[src/rvPkg.sv]
package rvPkg;

   // Data word or byte address
   typedef logic [31:0] word_t;

   // Register index x0..x31
   typedef logic [4:0] regAddr_t;

   // Major opcodes, instruction bits 6:0
   typedef enum logic [6:0] {
      opLoad   = 7'b0000011,
      opOpImm  = 7'b0010011,
      opAuipc  = 7'b0010111,
      opStore  = 7'b0100011,
      opOp     = 7'b0110011,
      opLui    = 7'b0110111,
      opBranch = 7'b1100011,
      opJalr   = 7'b1100111,
      opJal    = 7'b1101111
   } opcode_t;

   typedef enum logic [3:0] {
      aluAdd,
      aluSub,
      aluSll,
      aluSlt,
      aluSltu,
      aluXor,
      aluSrl,
      aluSra,
      aluOr,
      aluAnd,
      // B operand straight through, used by LUI
      aluPassB
   } aluOp_t;

   // Writeback source
   typedef enum logic [1:0] {
      resAlu,
      resMem,
      resLink
   } resultSel_t;

endpackage

[src/busPkg.sv]
package busPkg;

   // One bit per byte lane of the data bus
   typedef logic [3:0] byteSel_t;

   // Access size, same code as funct3[1:0] of loads and stores
   typedef enum logic [1:0] {
      sizeByte = 2'd0,
      sizeHalf = 2'd1,
      sizeWord = 2'd2
   } memSize_t;

endpackage

[src/regFile.sv]
`timescale 1ns/10ps

module regFile (
   input  logic            clk,
   input  logic            rst,
   input  rvPkg::regAddr_t rdAddrA,
   input  rvPkg::regAddr_t rdAddrB,
   output rvPkg::word_t    rdDataA,
   output rvPkg::word_t    rdDataB,
   input  logic            wrEnable,
   input  rvPkg::regAddr_t wrAddr,
   input  rvPkg::word_t    wrData
);
   import rvPkg::*;

   word_t regs [32];
   logic  doWrite;

   // x0 is never stored
   assign doWrite = wrEnable && !rst && (wrAddr != 5'd0);

   // Write-through so decode sees a value written this cycle
   assign rdDataA = (rdAddrA == 5'd0) ? '0 :
                    (doWrite && wrAddr == rdAddrA) ? wrData : regs[rdAddrA];
   assign rdDataB = (rdAddrB == 5'd0) ? '0 :
                    (doWrite && wrAddr == rdAddrB) ? wrData : regs[rdAddrB];

   always_ff @(posedge clk)
   begin
      if (doWrite)
      begin
         regs[wrAddr] <= wrData;
      end
   end

endmodule

[src/decodeStage.sv]
`timescale 1ns/10ps

module decodeStage #(
   parameter rvPkg::word_t resetAddr = 32'h0000_0000
) (
   input  logic              clk,
   input  logic              rst,
   input  logic              stall,
   input  logic              redirect,
   input  rvPkg::word_t      redirectPc,
   output rvPkg::word_t      instrAddr,
   input  rvPkg::word_t      instrData,
   output rvPkg::regAddr_t   rdAddrA,
   output rvPkg::regAddr_t   rdAddrB,
   input  rvPkg::word_t      rdDataA,
   input  rvPkg::word_t      rdDataB,
   output logic              exValid,
   output rvPkg::word_t      exPc,
   output rvPkg::regAddr_t   exRs1,
   output rvPkg::regAddr_t   exRs2,
   output rvPkg::word_t      exRs1Data,
   output rvPkg::word_t      exRs2Data,
   output rvPkg::word_t      exImm,
   output rvPkg::aluOp_t     exAluOp,
   output logic              exUseImm,
   output logic              exUsePc,
   output rvPkg::resultSel_t exResultSel,
   output rvPkg::regAddr_t   exRd,
   output logic              exRegWrite,
   output logic              exIsBranch,
   output logic [2:0]        exBranchCond,
   output logic              exIsJal,
   output logic              exIsJalr,
   output logic              exMemRead,
   output logic              exMemWrite,
   output busPkg::memSize_t  exMemSize,
   output logic              exMemUnsigned
);
   import rvPkg::*;
   import busPkg::*;

   word_t      pc;
   word_t      decPc;
   logic       decValid;
   opcode_t    opcode;
   logic [2:0] funct3;
   word_t      immI;
   word_t      immS;
   word_t      immB;
   word_t      immU;
   word_t      immJ;
   logic       known;
   word_t      imm;
   aluOp_t     aluOp;
   logic       useImm;
   logic       usePc;
   resultSel_t resSel;
   logic       regWrite;
   logic       isBranch;
   logic       isJal;
   logic       isJalr;
   logic       memRead;
   logic       memWrite;

   function automatic aluOp_t aluFromFunct(input logic [2:0] f3, input logic alt);
      aluOp_t op;
      case (f3)
         3'b000:  op = alt ? aluSub : aluAdd;
         3'b001:  op = aluSll;
         3'b010:  op = aluSlt;
         3'b011:  op = aluSltu;
         3'b100:  op = aluXor;
         3'b101:  op = alt ? aluSra : aluSrl;
         3'b110:  op = aluOr;
         default: op = aluAnd;
      endcase
      return op;
   endfunction

   // While stalled, re-present the address of the held instruction
   assign instrAddr = stall ? decPc : pc;

   assign opcode  = opcode_t'(instrData[6:0]);
   assign funct3  = instrData[14:12];
   assign rdAddrA = instrData[19:15];
   assign rdAddrB = instrData[24:20];

   assign immI = {{20{instrData[31]}}, instrData[31:20]};
   assign immS = {{20{instrData[31]}}, instrData[31:25], instrData[11:7]};
   assign immB = {{19{instrData[31]}}, instrData[31], instrData[7],
                  instrData[30:25], instrData[11:8], 1'b0};
   assign immU = {instrData[31:12], 12'b0};
   assign immJ = {{11{instrData[31]}}, instrData[31], instrData[19:12],
                  instrData[20], instrData[30:21], 1'b0};

   always_comb
   begin
      known    = 1'b1;
      imm      = immI;
      aluOp    = aluAdd;
      useImm   = 1'b1;
      usePc    = 1'b0;
      resSel   = resAlu;
      regWrite = 1'b1;
      isBranch = 1'b0;
      isJal    = 1'b0;
      isJalr   = 1'b0;
      memRead  = 1'b0;
      memWrite = 1'b0;
      case (opcode)
         opOp:
         begin
            useImm = 1'b0;
            aluOp  = aluFromFunct(funct3, instrData[30]);
         end
         // Only shifts look at bit 30 in the immediate form
         opOpImm: aluOp = aluFromFunct(funct3, funct3 == 3'b101 && instrData[30]);
         opLui:
         begin
            imm   = immU;
            aluOp = aluPassB;
         end
         opAuipc:
         begin
            imm   = immU;
            usePc = 1'b1;
         end
         opJal:
         begin
            imm    = immJ;
            isJal  = 1'b1;
            resSel = resLink;
         end
         opJalr:
         begin
            isJalr = 1'b1;
            resSel = resLink;
         end
         opBranch:
         begin
            imm      = immB;
            useImm   = 1'b0;
            isBranch = 1'b1;
            regWrite = 1'b0;
         end
         opLoad:
         begin
            memRead = 1'b1;
            resSel  = resMem;
         end
         opStore:
         begin
            imm      = immS;
            memWrite = 1'b1;
            regWrite = 1'b0;
         end
         default:
         begin
            known    = 1'b0;
            regWrite = 1'b0;
         end
      endcase
   end

   // PC and squash flags; a redirect kills decode and the fetch in flight
   always_ff @(posedge clk)
   begin
      if (rst)
      begin
         pc       <= resetAddr;
         decValid <= 1'b0;
         exValid  <= 1'b0;
      end
      else if (!stall)
      begin
         pc       <= redirect ? redirectPc : pc + 32'd4;
         decValid <= !redirect;
         exValid  <= decValid && known && !redirect;
      end
   end

   always_ff @(posedge clk)
   begin
      if (!stall)
      begin
         decPc         <= pc;
         exPc          <= decPc;
         exRs1         <= rdAddrA;
         exRs2         <= rdAddrB;
         exRs1Data     <= rdDataA;
         exRs2Data     <= rdDataB;
         exImm         <= imm;
         exAluOp       <= aluOp;
         exUseImm      <= useImm;
         exUsePc       <= usePc;
         exResultSel   <= resSel;
         exRd          <= instrData[11:7];
         exRegWrite    <= regWrite;
         exIsBranch    <= isBranch;
         exBranchCond  <= funct3;
         exIsJal       <= isJal;
         exIsJalr      <= isJalr;
         exMemRead     <= memRead;
         exMemWrite    <= memWrite;
         exMemSize     <= memSize_t'(funct3[1:0]);
         exMemUnsigned <= funct3[2];
      end
   end

endmodule

[src/executeStage.sv]
`timescale 1ns/10ps

module executeStage (
   input  logic              clk,
   input  logic              rst,
   input  logic              stall,
   input  logic              exValid,
   input  rvPkg::word_t      exPc,
   input  rvPkg::regAddr_t   exRs1,
   input  rvPkg::regAddr_t   exRs2,
   input  rvPkg::word_t      exRs1Data,
   input  rvPkg::word_t      exRs2Data,
   input  rvPkg::word_t      exImm,
   input  rvPkg::aluOp_t     exAluOp,
   input  logic              exUseImm,
   input  logic              exUsePc,
   input  rvPkg::resultSel_t exResultSel,
   input  rvPkg::regAddr_t   exRd,
   input  logic              exRegWrite,
   input  logic              exIsBranch,
   input  logic [2:0]        exBranchCond,
   input  logic              exIsJal,
   input  logic              exIsJalr,
   input  logic              exMemRead,
   input  logic              exMemWrite,
   input  busPkg::memSize_t  exMemSize,
   input  logic              exMemUnsigned,
   input  logic              fwdValid,
   input  rvPkg::regAddr_t   fwdRd,
   input  rvPkg::word_t      fwdData,
   output logic              redirect,
   output rvPkg::word_t      redirectPc,
   output logic              rsValid,
   output rvPkg::regAddr_t   rsRd,
   output logic              rsRegWrite,
   output rvPkg::resultSel_t rsResultSel,
   output rvPkg::word_t      rsAlu,
   output rvPkg::word_t      rsLink,
   output logic              rsMemRead,
   output logic              rsMemWrite,
   output busPkg::memSize_t  rsMemSize,
   output logic              rsMemUnsigned,
   output rvPkg::word_t      rsStoreData,
   output busPkg::byteSel_t  rsByteSel
);
   import rvPkg::*;
   import busPkg::*;

   word_t    srcA;
   word_t    srcB;
   word_t    opA;
   word_t    opB;
   word_t    aluOut;
   logic     taken;
   word_t    storeData;
   byteSel_t byteSel;

   // Result-stage bypass; x0 is never forwarded
   assign srcA = (fwdValid && fwdRd != 5'd0 && fwdRd == exRs1) ? fwdData : exRs1Data;
   assign srcB = (fwdValid && fwdRd != 5'd0 && fwdRd == exRs2) ? fwdData : exRs2Data;

   assign opA = exUsePc ? exPc : srcA;
   assign opB = exUseImm ? exImm : srcB;

   always_comb
   begin
      case (exAluOp)
         aluAdd:   aluOut = opA + opB;
         aluSub:   aluOut = opA - opB;
         aluSll:   aluOut = opA << opB[4:0];
         aluSlt:   aluOut = {31'b0, $signed(opA) < $signed(opB)};
         aluSltu:  aluOut = {31'b0, opA < opB};
         aluXor:   aluOut = opA ^ opB;
         aluSrl:   aluOut = opA >> opB[4:0];
         aluSra:   aluOut = $signed(opA) >>> opB[4:0];
         aluOr:    aluOut = opA | opB;
         aluAnd:   aluOut = opA & opB;
         default:  aluOut = opB;
      endcase
   end

   // Branch compare on the forwarded register values
   always_comb
   begin
      case (exBranchCond)
         3'b000:  taken = srcA == srcB;
         3'b001:  taken = srcA != srcB;
         3'b100:  taken = $signed(srcA) < $signed(srcB);
         3'b101:  taken = $signed(srcA) >= $signed(srcB);
         3'b110:  taken = srcA < srcB;
         3'b111:  taken = srcA >= srcB;
         default: taken = 1'b0;
      endcase
   end

   assign redirect   = exValid && ((exIsBranch && taken) || exIsJal || exIsJalr);
   assign redirectPc = exIsJalr ? {aluOut[31:1], 1'b0} : exPc + exImm;

   // Replicate store data across lanes, select by size and address
   always_comb
   begin
      case (exMemSize)
         sizeByte:
         begin
            storeData = {4{srcB[7:0]}};
            byteSel   = 4'b0001 << aluOut[1:0];
         end
         sizeHalf:
         begin
            storeData = {2{srcB[15:0]}};
            byteSel   = aluOut[1] ? 4'b1100 : 4'b0011;
         end
         default:
         begin
            storeData = srcB;
            byteSel   = 4'b1111;
         end
      endcase
   end

   always_ff @(posedge clk)
   begin
      if (rst)
      begin
         rsValid <= 1'b0;
      end
      else if (!stall)
      begin
         rsValid <= exValid;
      end
   end

   always_ff @(posedge clk)
   begin
      if (!stall)
      begin
         rsRd          <= exRd;
         rsRegWrite    <= exRegWrite;
         rsResultSel   <= exResultSel;
         rsAlu         <= aluOut;
         rsLink        <= exPc + 32'd4;
         rsMemRead     <= exMemRead;
         rsMemWrite    <= exMemWrite;
         rsMemSize     <= exMemSize;
         rsMemUnsigned <= exMemUnsigned;
         rsStoreData   <= storeData;
         rsByteSel     <= byteSel;
      end
   end

endmodule

[src/resultStage.sv]
`timescale 1ns/10ps

module resultStage (
   input  logic              clk,
   input  logic              rst,
   input  logic              rsValid,
   input  rvPkg::regAddr_t   rsRd,
   input  logic              rsRegWrite,
   input  rvPkg::resultSel_t rsResultSel,
   input  rvPkg::word_t      rsAlu,
   input  rvPkg::word_t      rsLink,
   input  logic              rsMemRead,
   input  logic              rsMemWrite,
   input  busPkg::memSize_t  rsMemSize,
   input  logic              rsMemUnsigned,
   input  rvPkg::word_t      rsStoreData,
   input  busPkg::byteSel_t  rsByteSel,
   output logic              stall,
   output logic              fwdValid,
   output rvPkg::regAddr_t   fwdRd,
   output rvPkg::word_t      fwdData,
   output logic              wrEnable,
   output rvPkg::regAddr_t   wrAddr,
   output rvPkg::word_t      wrData,
   output logic              wbCyc,
   output logic              wbStb,
   output logic              wbWe,
   output rvPkg::word_t      wbAdr,
   output busPkg::byteSel_t  wbSel,
   output rvPkg::word_t      wbWriteData,
   input  rvPkg::word_t      wbReadData,
   input  logic              wbAck
);
   import rvPkg::*;
   import busPkg::*;

   typedef enum logic {
      busIdle,
      busAck
   } busState_t;

   busState_t state;
   // High for the one cycle after an ack, keeps the bus idle
   logic      busGap;
   logic      memOp;
   word_t     byteLane;
   word_t     halfLane;
   word_t     loadData;

   assign memOp = rsValid && (rsMemRead || rsMemWrite);

   // Cycle opens in the same clock the access reaches this stage
   assign wbCyc       = (state == busAck) || (memOp && !busGap);
   assign wbStb       = wbCyc;
   assign wbWe        = wbCyc && rsMemWrite;
   assign wbAdr       = {rsAlu[31:2], 2'b00};
   assign wbSel       = rsByteSel;
   assign wbWriteData = rsStoreData;

   // Whole core waits until the access is acknowledged
   assign stall = memOp && !(wbCyc && wbAck);

   always_ff @(posedge clk)
   begin
      if (rst)
      begin
         state  <= busIdle;
         busGap <= 1'b0;
      end
      else
      begin
         busGap <= wbCyc && wbAck;
         case (state)
            busIdle: if (wbCyc && !wbAck) state <= busAck;
            busAck:  if (wbAck) state <= busIdle;
            default: state <= busIdle;
         endcase
      end
   end

   // Misaligned halves fall back to the aligned lane pair
   assign byteLane = wbReadData >> {rsAlu[1:0], 3'b000};
   assign halfLane = rsAlu[1] ? {16'b0, wbReadData[31:16]} : {16'b0, wbReadData[15:0]};

   always_comb
   begin
      case (rsMemSize)
         sizeByte: loadData = rsMemUnsigned ? {24'b0, byteLane[7:0]}
                                            : {{24{byteLane[7]}}, byteLane[7:0]};
         sizeHalf: loadData = rsMemUnsigned ? {16'b0, halfLane[15:0]}
                                            : {{16{halfLane[15]}}, halfLane[15:0]};
         default:  loadData = wbReadData;
      endcase
   end

   always_comb
   begin
      case (rsResultSel)
         resMem:  wrData = loadData;
         resLink: wrData = rsLink;
         default: wrData = rsAlu;
      endcase
   end

   // A load writes on its ack edge, when stall drops
   assign wrEnable = rsValid && rsRegWrite && !stall;
   assign wrAddr   = rsRd;

   assign fwdValid = wrEnable;
   assign fwdRd    = rsRd;
   assign fwdData  = wrData;

endmodule

[src/riscvCore.sv]
`timescale 1ns/10ps

module riscvCore #(
   parameter rvPkg::word_t resetAddr = 32'h0000_0000
) (
   input  logic             clk,
   input  logic             rst,
   output rvPkg::word_t     instrAddr,
   input  rvPkg::word_t     instrData,
   output logic             wbCyc,
   output logic             wbStb,
   output logic             wbWe,
   output rvPkg::word_t     wbAdr,
   output busPkg::byteSel_t wbSel,
   output rvPkg::word_t     wbWriteData,
   input  rvPkg::word_t     wbReadData,
   input  logic             wbAck
);
   import rvPkg::*;
   import busPkg::*;

   // Register file read and write ports
   regAddr_t   rdAddrA;
   regAddr_t   rdAddrB;
   word_t      rdDataA;
   word_t      rdDataB;
   logic       wrEnable;
   regAddr_t   wrAddr;
   word_t      wrData;

   // Back-channels
   logic       stall;
   logic       redirect;
   word_t      redirectPc;
   logic       fwdValid;
   regAddr_t   fwdRd;
   word_t      fwdData;

   // Decode to execute
   logic       exValid;
   word_t      exPc;
   regAddr_t   exRs1;
   regAddr_t   exRs2;
   word_t      exRs1Data;
   word_t      exRs2Data;
   word_t      exImm;
   aluOp_t     exAluOp;
   logic       exUseImm;
   logic       exUsePc;
   resultSel_t exResultSel;
   regAddr_t   exRd;
   logic       exRegWrite;
   logic       exIsBranch;
   logic [2:0] exBranchCond;
   logic       exIsJal;
   logic       exIsJalr;
   logic       exMemRead;
   logic       exMemWrite;
   memSize_t   exMemSize;
   logic       exMemUnsigned;

   // Execute to result
   logic       rsValid;
   regAddr_t   rsRd;
   logic       rsRegWrite;
   resultSel_t rsResultSel;
   word_t      rsAlu;
   word_t      rsLink;
   logic       rsMemRead;
   logic       rsMemWrite;
   memSize_t   rsMemSize;
   logic       rsMemUnsigned;
   word_t      rsStoreData;
   byteSel_t   rsByteSel;

   regFile regs (.*);

   decodeStage #(
      .resetAddr(resetAddr)
   ) decode (.*);

   executeStage execute (.*);

   resultStage result (.*);

endmodule

[config.mk]
export PLATFORM = sky130hd
export DESIGN_NAME = riscvCore
export DESIGN_NICKNAME = d
export VERILOG_FILES = /design/src/rvPkg.sv /design/src/busPkg.sv /design/src/regFile.sv /design/src/decodeStage.sv /design/src/executeStage.sv /design/src/resultStage.sv /design/src/riscvCore.sv
export SDC_FILE = /design/constraint.sdc
export NUM_CORES = 2
export LEC_CHECK = 0
export BUFFER_PORTS_ARGS = -buffer_cell sky130_fd_sc_hd__buf_4
export CAP_MARGIN = 40
export CORE_ASPECT_RATIO = 1.2
export CORE_UTILIZATION = 28
export CTS_CLUSTER_DIAMETER = 150
export DETAILED_ROUTE_END_ITERATION = 8
export PLACE_DENSITY = 0.51
export SLEW_MARGIN = 20
export SYNTH_ARGS = -nofsm -noshare
export SYNTH_HDL_FRONTEND = slang
export SYNTH_HIERARCHICAL = 1
export SYNTH_SLANG_ARGS = --single-unit
[constraint.sdc]
create_clock -name clk -period 6.2 [get_ports clk]
set_input_delay 0.62 -clock clk [delete_from_list [all_inputs] [get_ports clk]]
set_output_delay 0.62 -clock clk [all_outputs]
set_load 0.01 [all_outputs]
==> results summary <==
The overall routed net length came out at 358 mm. The run finished with clean final reports. The clock latency at the later pin of the worst-skew pair came out at 880 ps. The smallest clock period supported by the final layout is computed as 6110 ps.

The horizontal extent of the die came out at 480 microns. The required time of the critical path is 6900 ps. The total chip power came out at 27300 uW. Of the total synthesized cell area, the portion taken by AND, OR, NAND and NOR gates is 0.0703. The share of the Yosys chip area taken by registers is 0.526. Ranked by total cell area, the synthesized netlist is headed by edfxtp_1 51%, mux4_2 11%, mux2i_1 6.1%, ha_1 2.7%, a21oi_1 2.1%.

The endpoint identified for the worst register-to-register timing path is decode/pc[30]. The area added between synthesis and finish came out at 22.1%. At the end of routability-driven placement, the weighted congestion stood at 1.00. The internal cell power came out at 19000 uW. The worst setup path is launched from a flop. The number of warning messages in the yosys log is 6. The core region is 0.272 sq mm. STA classifies the critical path endpoint as a flop. The main combinational cell family by area after synthesis is multiplexers. The initial antenna violation count was 15.

The clock tree root buffer cell is clkbuf_16. The worst path meets setup with 88.2 ps of slack. The net switching power of the design is 8330 uW. The worst-case headroom to the max-slew limit came out at 0.343.

The worst-margin pin slew is 985 ps. The arrival time of the worst setup path is 6810 ps. The worst hold endpoint is decode/exImm[31].

The clock-pin transition on the worst setup and hold timing paths is 70 ps. The share of final-layout standard cells stronger than drive strength 1 is 0.296. In this run the number of H-tree levels came out at 4. Of the post-synthesis cell area, the part taken by muxes is 0.187. The post-synthesis register bit count came out at 1366. In this run the critical register-to-register path is launched from execute/rsAlu[0]. The initial core utilization came out at 0.281. The routed wire length per instance is 34.9 microns. The floorplan step defined a die boundary enclosing 0.276 sq mm. The path class of the tightest hold or removal check is input pin to flop. The number of rows created at floorplan is 210.

In the synthesized netlist, the cells that appear most often are 1297 x edfxtp_1, 471 x mux2i_1, 378 x mux4_2. Of all nets on the critical path, the largest fanout is 5. In this run the register-to-register setup slack is 90 ps. The maximum achievable frequency is 0.164 GHz. Counting every instance in the synthesized netlist gives 5878. In the synthesized netlist the dominant register cell turns out to be edfxtp_1. The final layout net count is 6766. The pin count of the biggest net entering global routing came out at 117. The first TritonRoute pass finished after 8 iterations. The overall overflow remaining after global route came out at 0. Of the post-synthesis cell area, the dominant cell type holds 0.508. The number of global-route vias before repair is 58032. The leading cell type by number of instances after synthesis is edfxtp_1. 170 I/O pins were placed. The global-route wire length before repair came out at 482 mm.

The logic gate share of total power came out at 0.235. The number of I/O port buffers came out at 167. The CTS tree is built. Setup repair after global routing could not meet its margin everywhere. The synthesized area per cell came out at 13.0 sq um. The max-cap violation count is 0. Using the TritonRoute via totals, the vias-per-cell ratio works out to 5.81. The analysis attributes to cell leakage a power of 0.0339 uW. Counting instances, the worst hold path has a depth of 1. The number of buffers inserted during clock tree synthesis came out at 156. The first-iteration detailed-routing DRC count is 7791. The biggest area consumer among synthesized cells is edfxtp_1. The number of different library cells used by synthesis comes to 115. The post-synthesis compound-gate area fraction came out at 0.132.

The worst hold slack after final layout came out at 43.6 ps. The total global routing track utilization is 0.250. The setup slack after placement came out at -709 ps. The synthesized design contains 1297 enable-type register cells. Of the total synthesized cell area, the portion taken by XOR and XNOR cells is 0.0110. Counting flops with an async set or reset pin after synthesis yields a share of 0. The hold violation total from the final report is 0.

The adder and majority cell fraction of the synthesized area came out at 0.0275. The peak ir drop on the vdd network came out at 0.000220 V. The proportion of power drawn by the clock network is 0.349. The setup skew after layout is 81.4 ps. The worst hold path begins at instrData[31]. The number of cells on the worst reg-to-reg path is 25.

The total power density per cell area is 292 mW/mm^2. The critical path is of the flop to flop type. The total via count in the routed design is 59583.

The final-layout setup total negative slack came out at 0 ps. Detailed placement finished with a half-perimeter wire length of 257 mm. Of the total power, the share spent switching nets is 0.305.

The die span in y is 575 microns. The remaining antenna violation count is 0. The final count of negative-setup-slack endpoints came out at 0. The maximum clock insertion buffer count came out at 4. The sequential share of power is 0.416.

The total standard cell area after synthesis is 0.0767 sq mm. The period utilization came out at 0.986. The sink count of the clock tree is 1366.

In the routed design, unresolved DRC markers number 0. The number of max-slew violations in the final report came out at 0.
[metal layers]
| metal | wire, microns | up-vias | global-route usage | share of wire |
|---|---|---|---|---|
| met2 | 169000 | 3350 | 0.415 | 0.47 |
| met1 | 135000 | 30899 | 0.305 | 0.38 |
| met4 | 26800 | 8 | 0.157 | 0.075 |
| met5 | 201 | - | 0.00415 | 0.00056 |
| met3 | 26700 | 771 | 0.0367 | 0.074 |
| li1 | - | 24555 | - | - |
[power by group through the flow]
stage                     Clock [uW]  Combinational [uW]  Sequential, uW
after floorplan                    0                3010           11300
after global placement             0                6040           11500
after detailed placement           0                6080           11500
after CTS                       9660                6160           11300
after global routing            9960                6630           11400
final                           9520                6430           11400
[registers in the layout, summed over array words and instances (netlist names), 5 cells and up]
| name | count |
|---|---|
| execute/rsStoreData | 32 |
| decode/decPc | 32 |
| decode/exImm | 32 |
| decode/pc | 32 |
| decode/exRs1Data | 32 |
| regs/regs | 1024 |
| decode/exRs2 | 5 |
| execute/rsRd | 5 |
| decode/exRs2Data | 32 |
| execute/rsLink | 32 |
| decode/exPc | 32 |
| decode/exRd | 5 |
| execute/rsAlu | 32 |
| decode/exRs1 | 5 |
[cell type report]
class,count,area [sq um]
multi-input cells,3812,34100
clock inverters,78,961
flip-flops and latches,1366,40300
inverters,180,693
clock buffers,191,4160
well taps,3604,4510
fillers,26561,179000
repair buffers,1016,8860
diodes,2,5.00
[kinds of logic after synthesis]
group / Yosys count
flops: 1366
buf+inv: 732
mux: 943
fa+ha+maj: 167
other cells: 2
compound gates: 1451
simple gates: 1121
xor+xnor: 96
[how the worst max path moves through the flow]
stage | startpoint | depth (start not counted) | to
2_1_floorplan | wbAck | 28 | decode/pc[7]
3_3_place_gp | wbReadData[31] | 25 | decode/pc[30]
3_5_place_dp | execute/rsResultSel[0] | 31 | decode/pc[31]
4_1_cts | execute/rsMemSize[0] | 26 | decode/pc[30]
5_1_grt | execute/rsResultSel[0] | 30 | decode/pc[13]
6_report | execute/rsAlu[0] | 25 | decode/pc[30]
[placed cells by master (no fill, tap or decap), types with 34 or more instances in the layout]
cell and instances:
a211oi_1 64, a21o_1 63, a21oi_1 299, a221oi_1 54, a22o_1 46, a22oi_1 111
a31oi_1 37, buf_12 47, buf_4 904, clkbuf_16 164, conb_1 34, dfxtp_1 69
edfxtp_1 1297, ha_1 149, inv_1 166, mux2_2 83, mux2i_1 462, mux4_2 378
nand2_1 332, nand2b_1 36, nand3_1 83, nand4b_1 35, nor2_1 276, nor2_4 35
nor2b_1 38, nor3_1 70, o211ai_1 51, o21ai_0 240, o221ai_1 57, o22ai_1 84
xnor2_1 72
[worst max-delay path, cell delays in order, from the launching register on]
cell and delay [ps]:
edfxtp_1 500, buf_6 160, nor3b_2 160, a221oi_4 320
buf_12 170, buf_6 110, a221oi_1 70, a221o_1 350
nand4b_1 140, nand3_1 180, buf_4 230, ha_4 220
or3_4 380, nor2_4 100, nand2_1 70, o211ai_1 480
nor3_4 140, o41a_1 550, o21ai_2 210, or4_1 130
nand3_1 70, o32a_1 470, mux2_4 300, nand2_1 60
o21ai_1 60, a221o_1 310
[per-stage QoR]
stage | instances | area [sq um] | util
final | 10249 | 93600 | 0.344
after global routing | 10247 | 93600 | 0.343
after CTS | 10220 | 92700 | 0.340
after detailed placement | 9943 | 87200 | 0.320
after global placement | 9902 | 86400 | 0.317
after floorplan | 5910 | 76800 | -
[repair_timing]
action | in CTS | in global routing
setup buffers | 2 | 20
hold buffers | 6 | 0
pin swaps | 8 | 47
endpoints found under the setup margin | 40 | 40
gates resized for setup | 49 | 123
hold endpoints to repair | 6 | 0
gates cloned | 0 | 3
No activity file was read; power rests on OpenSTA's default activity.
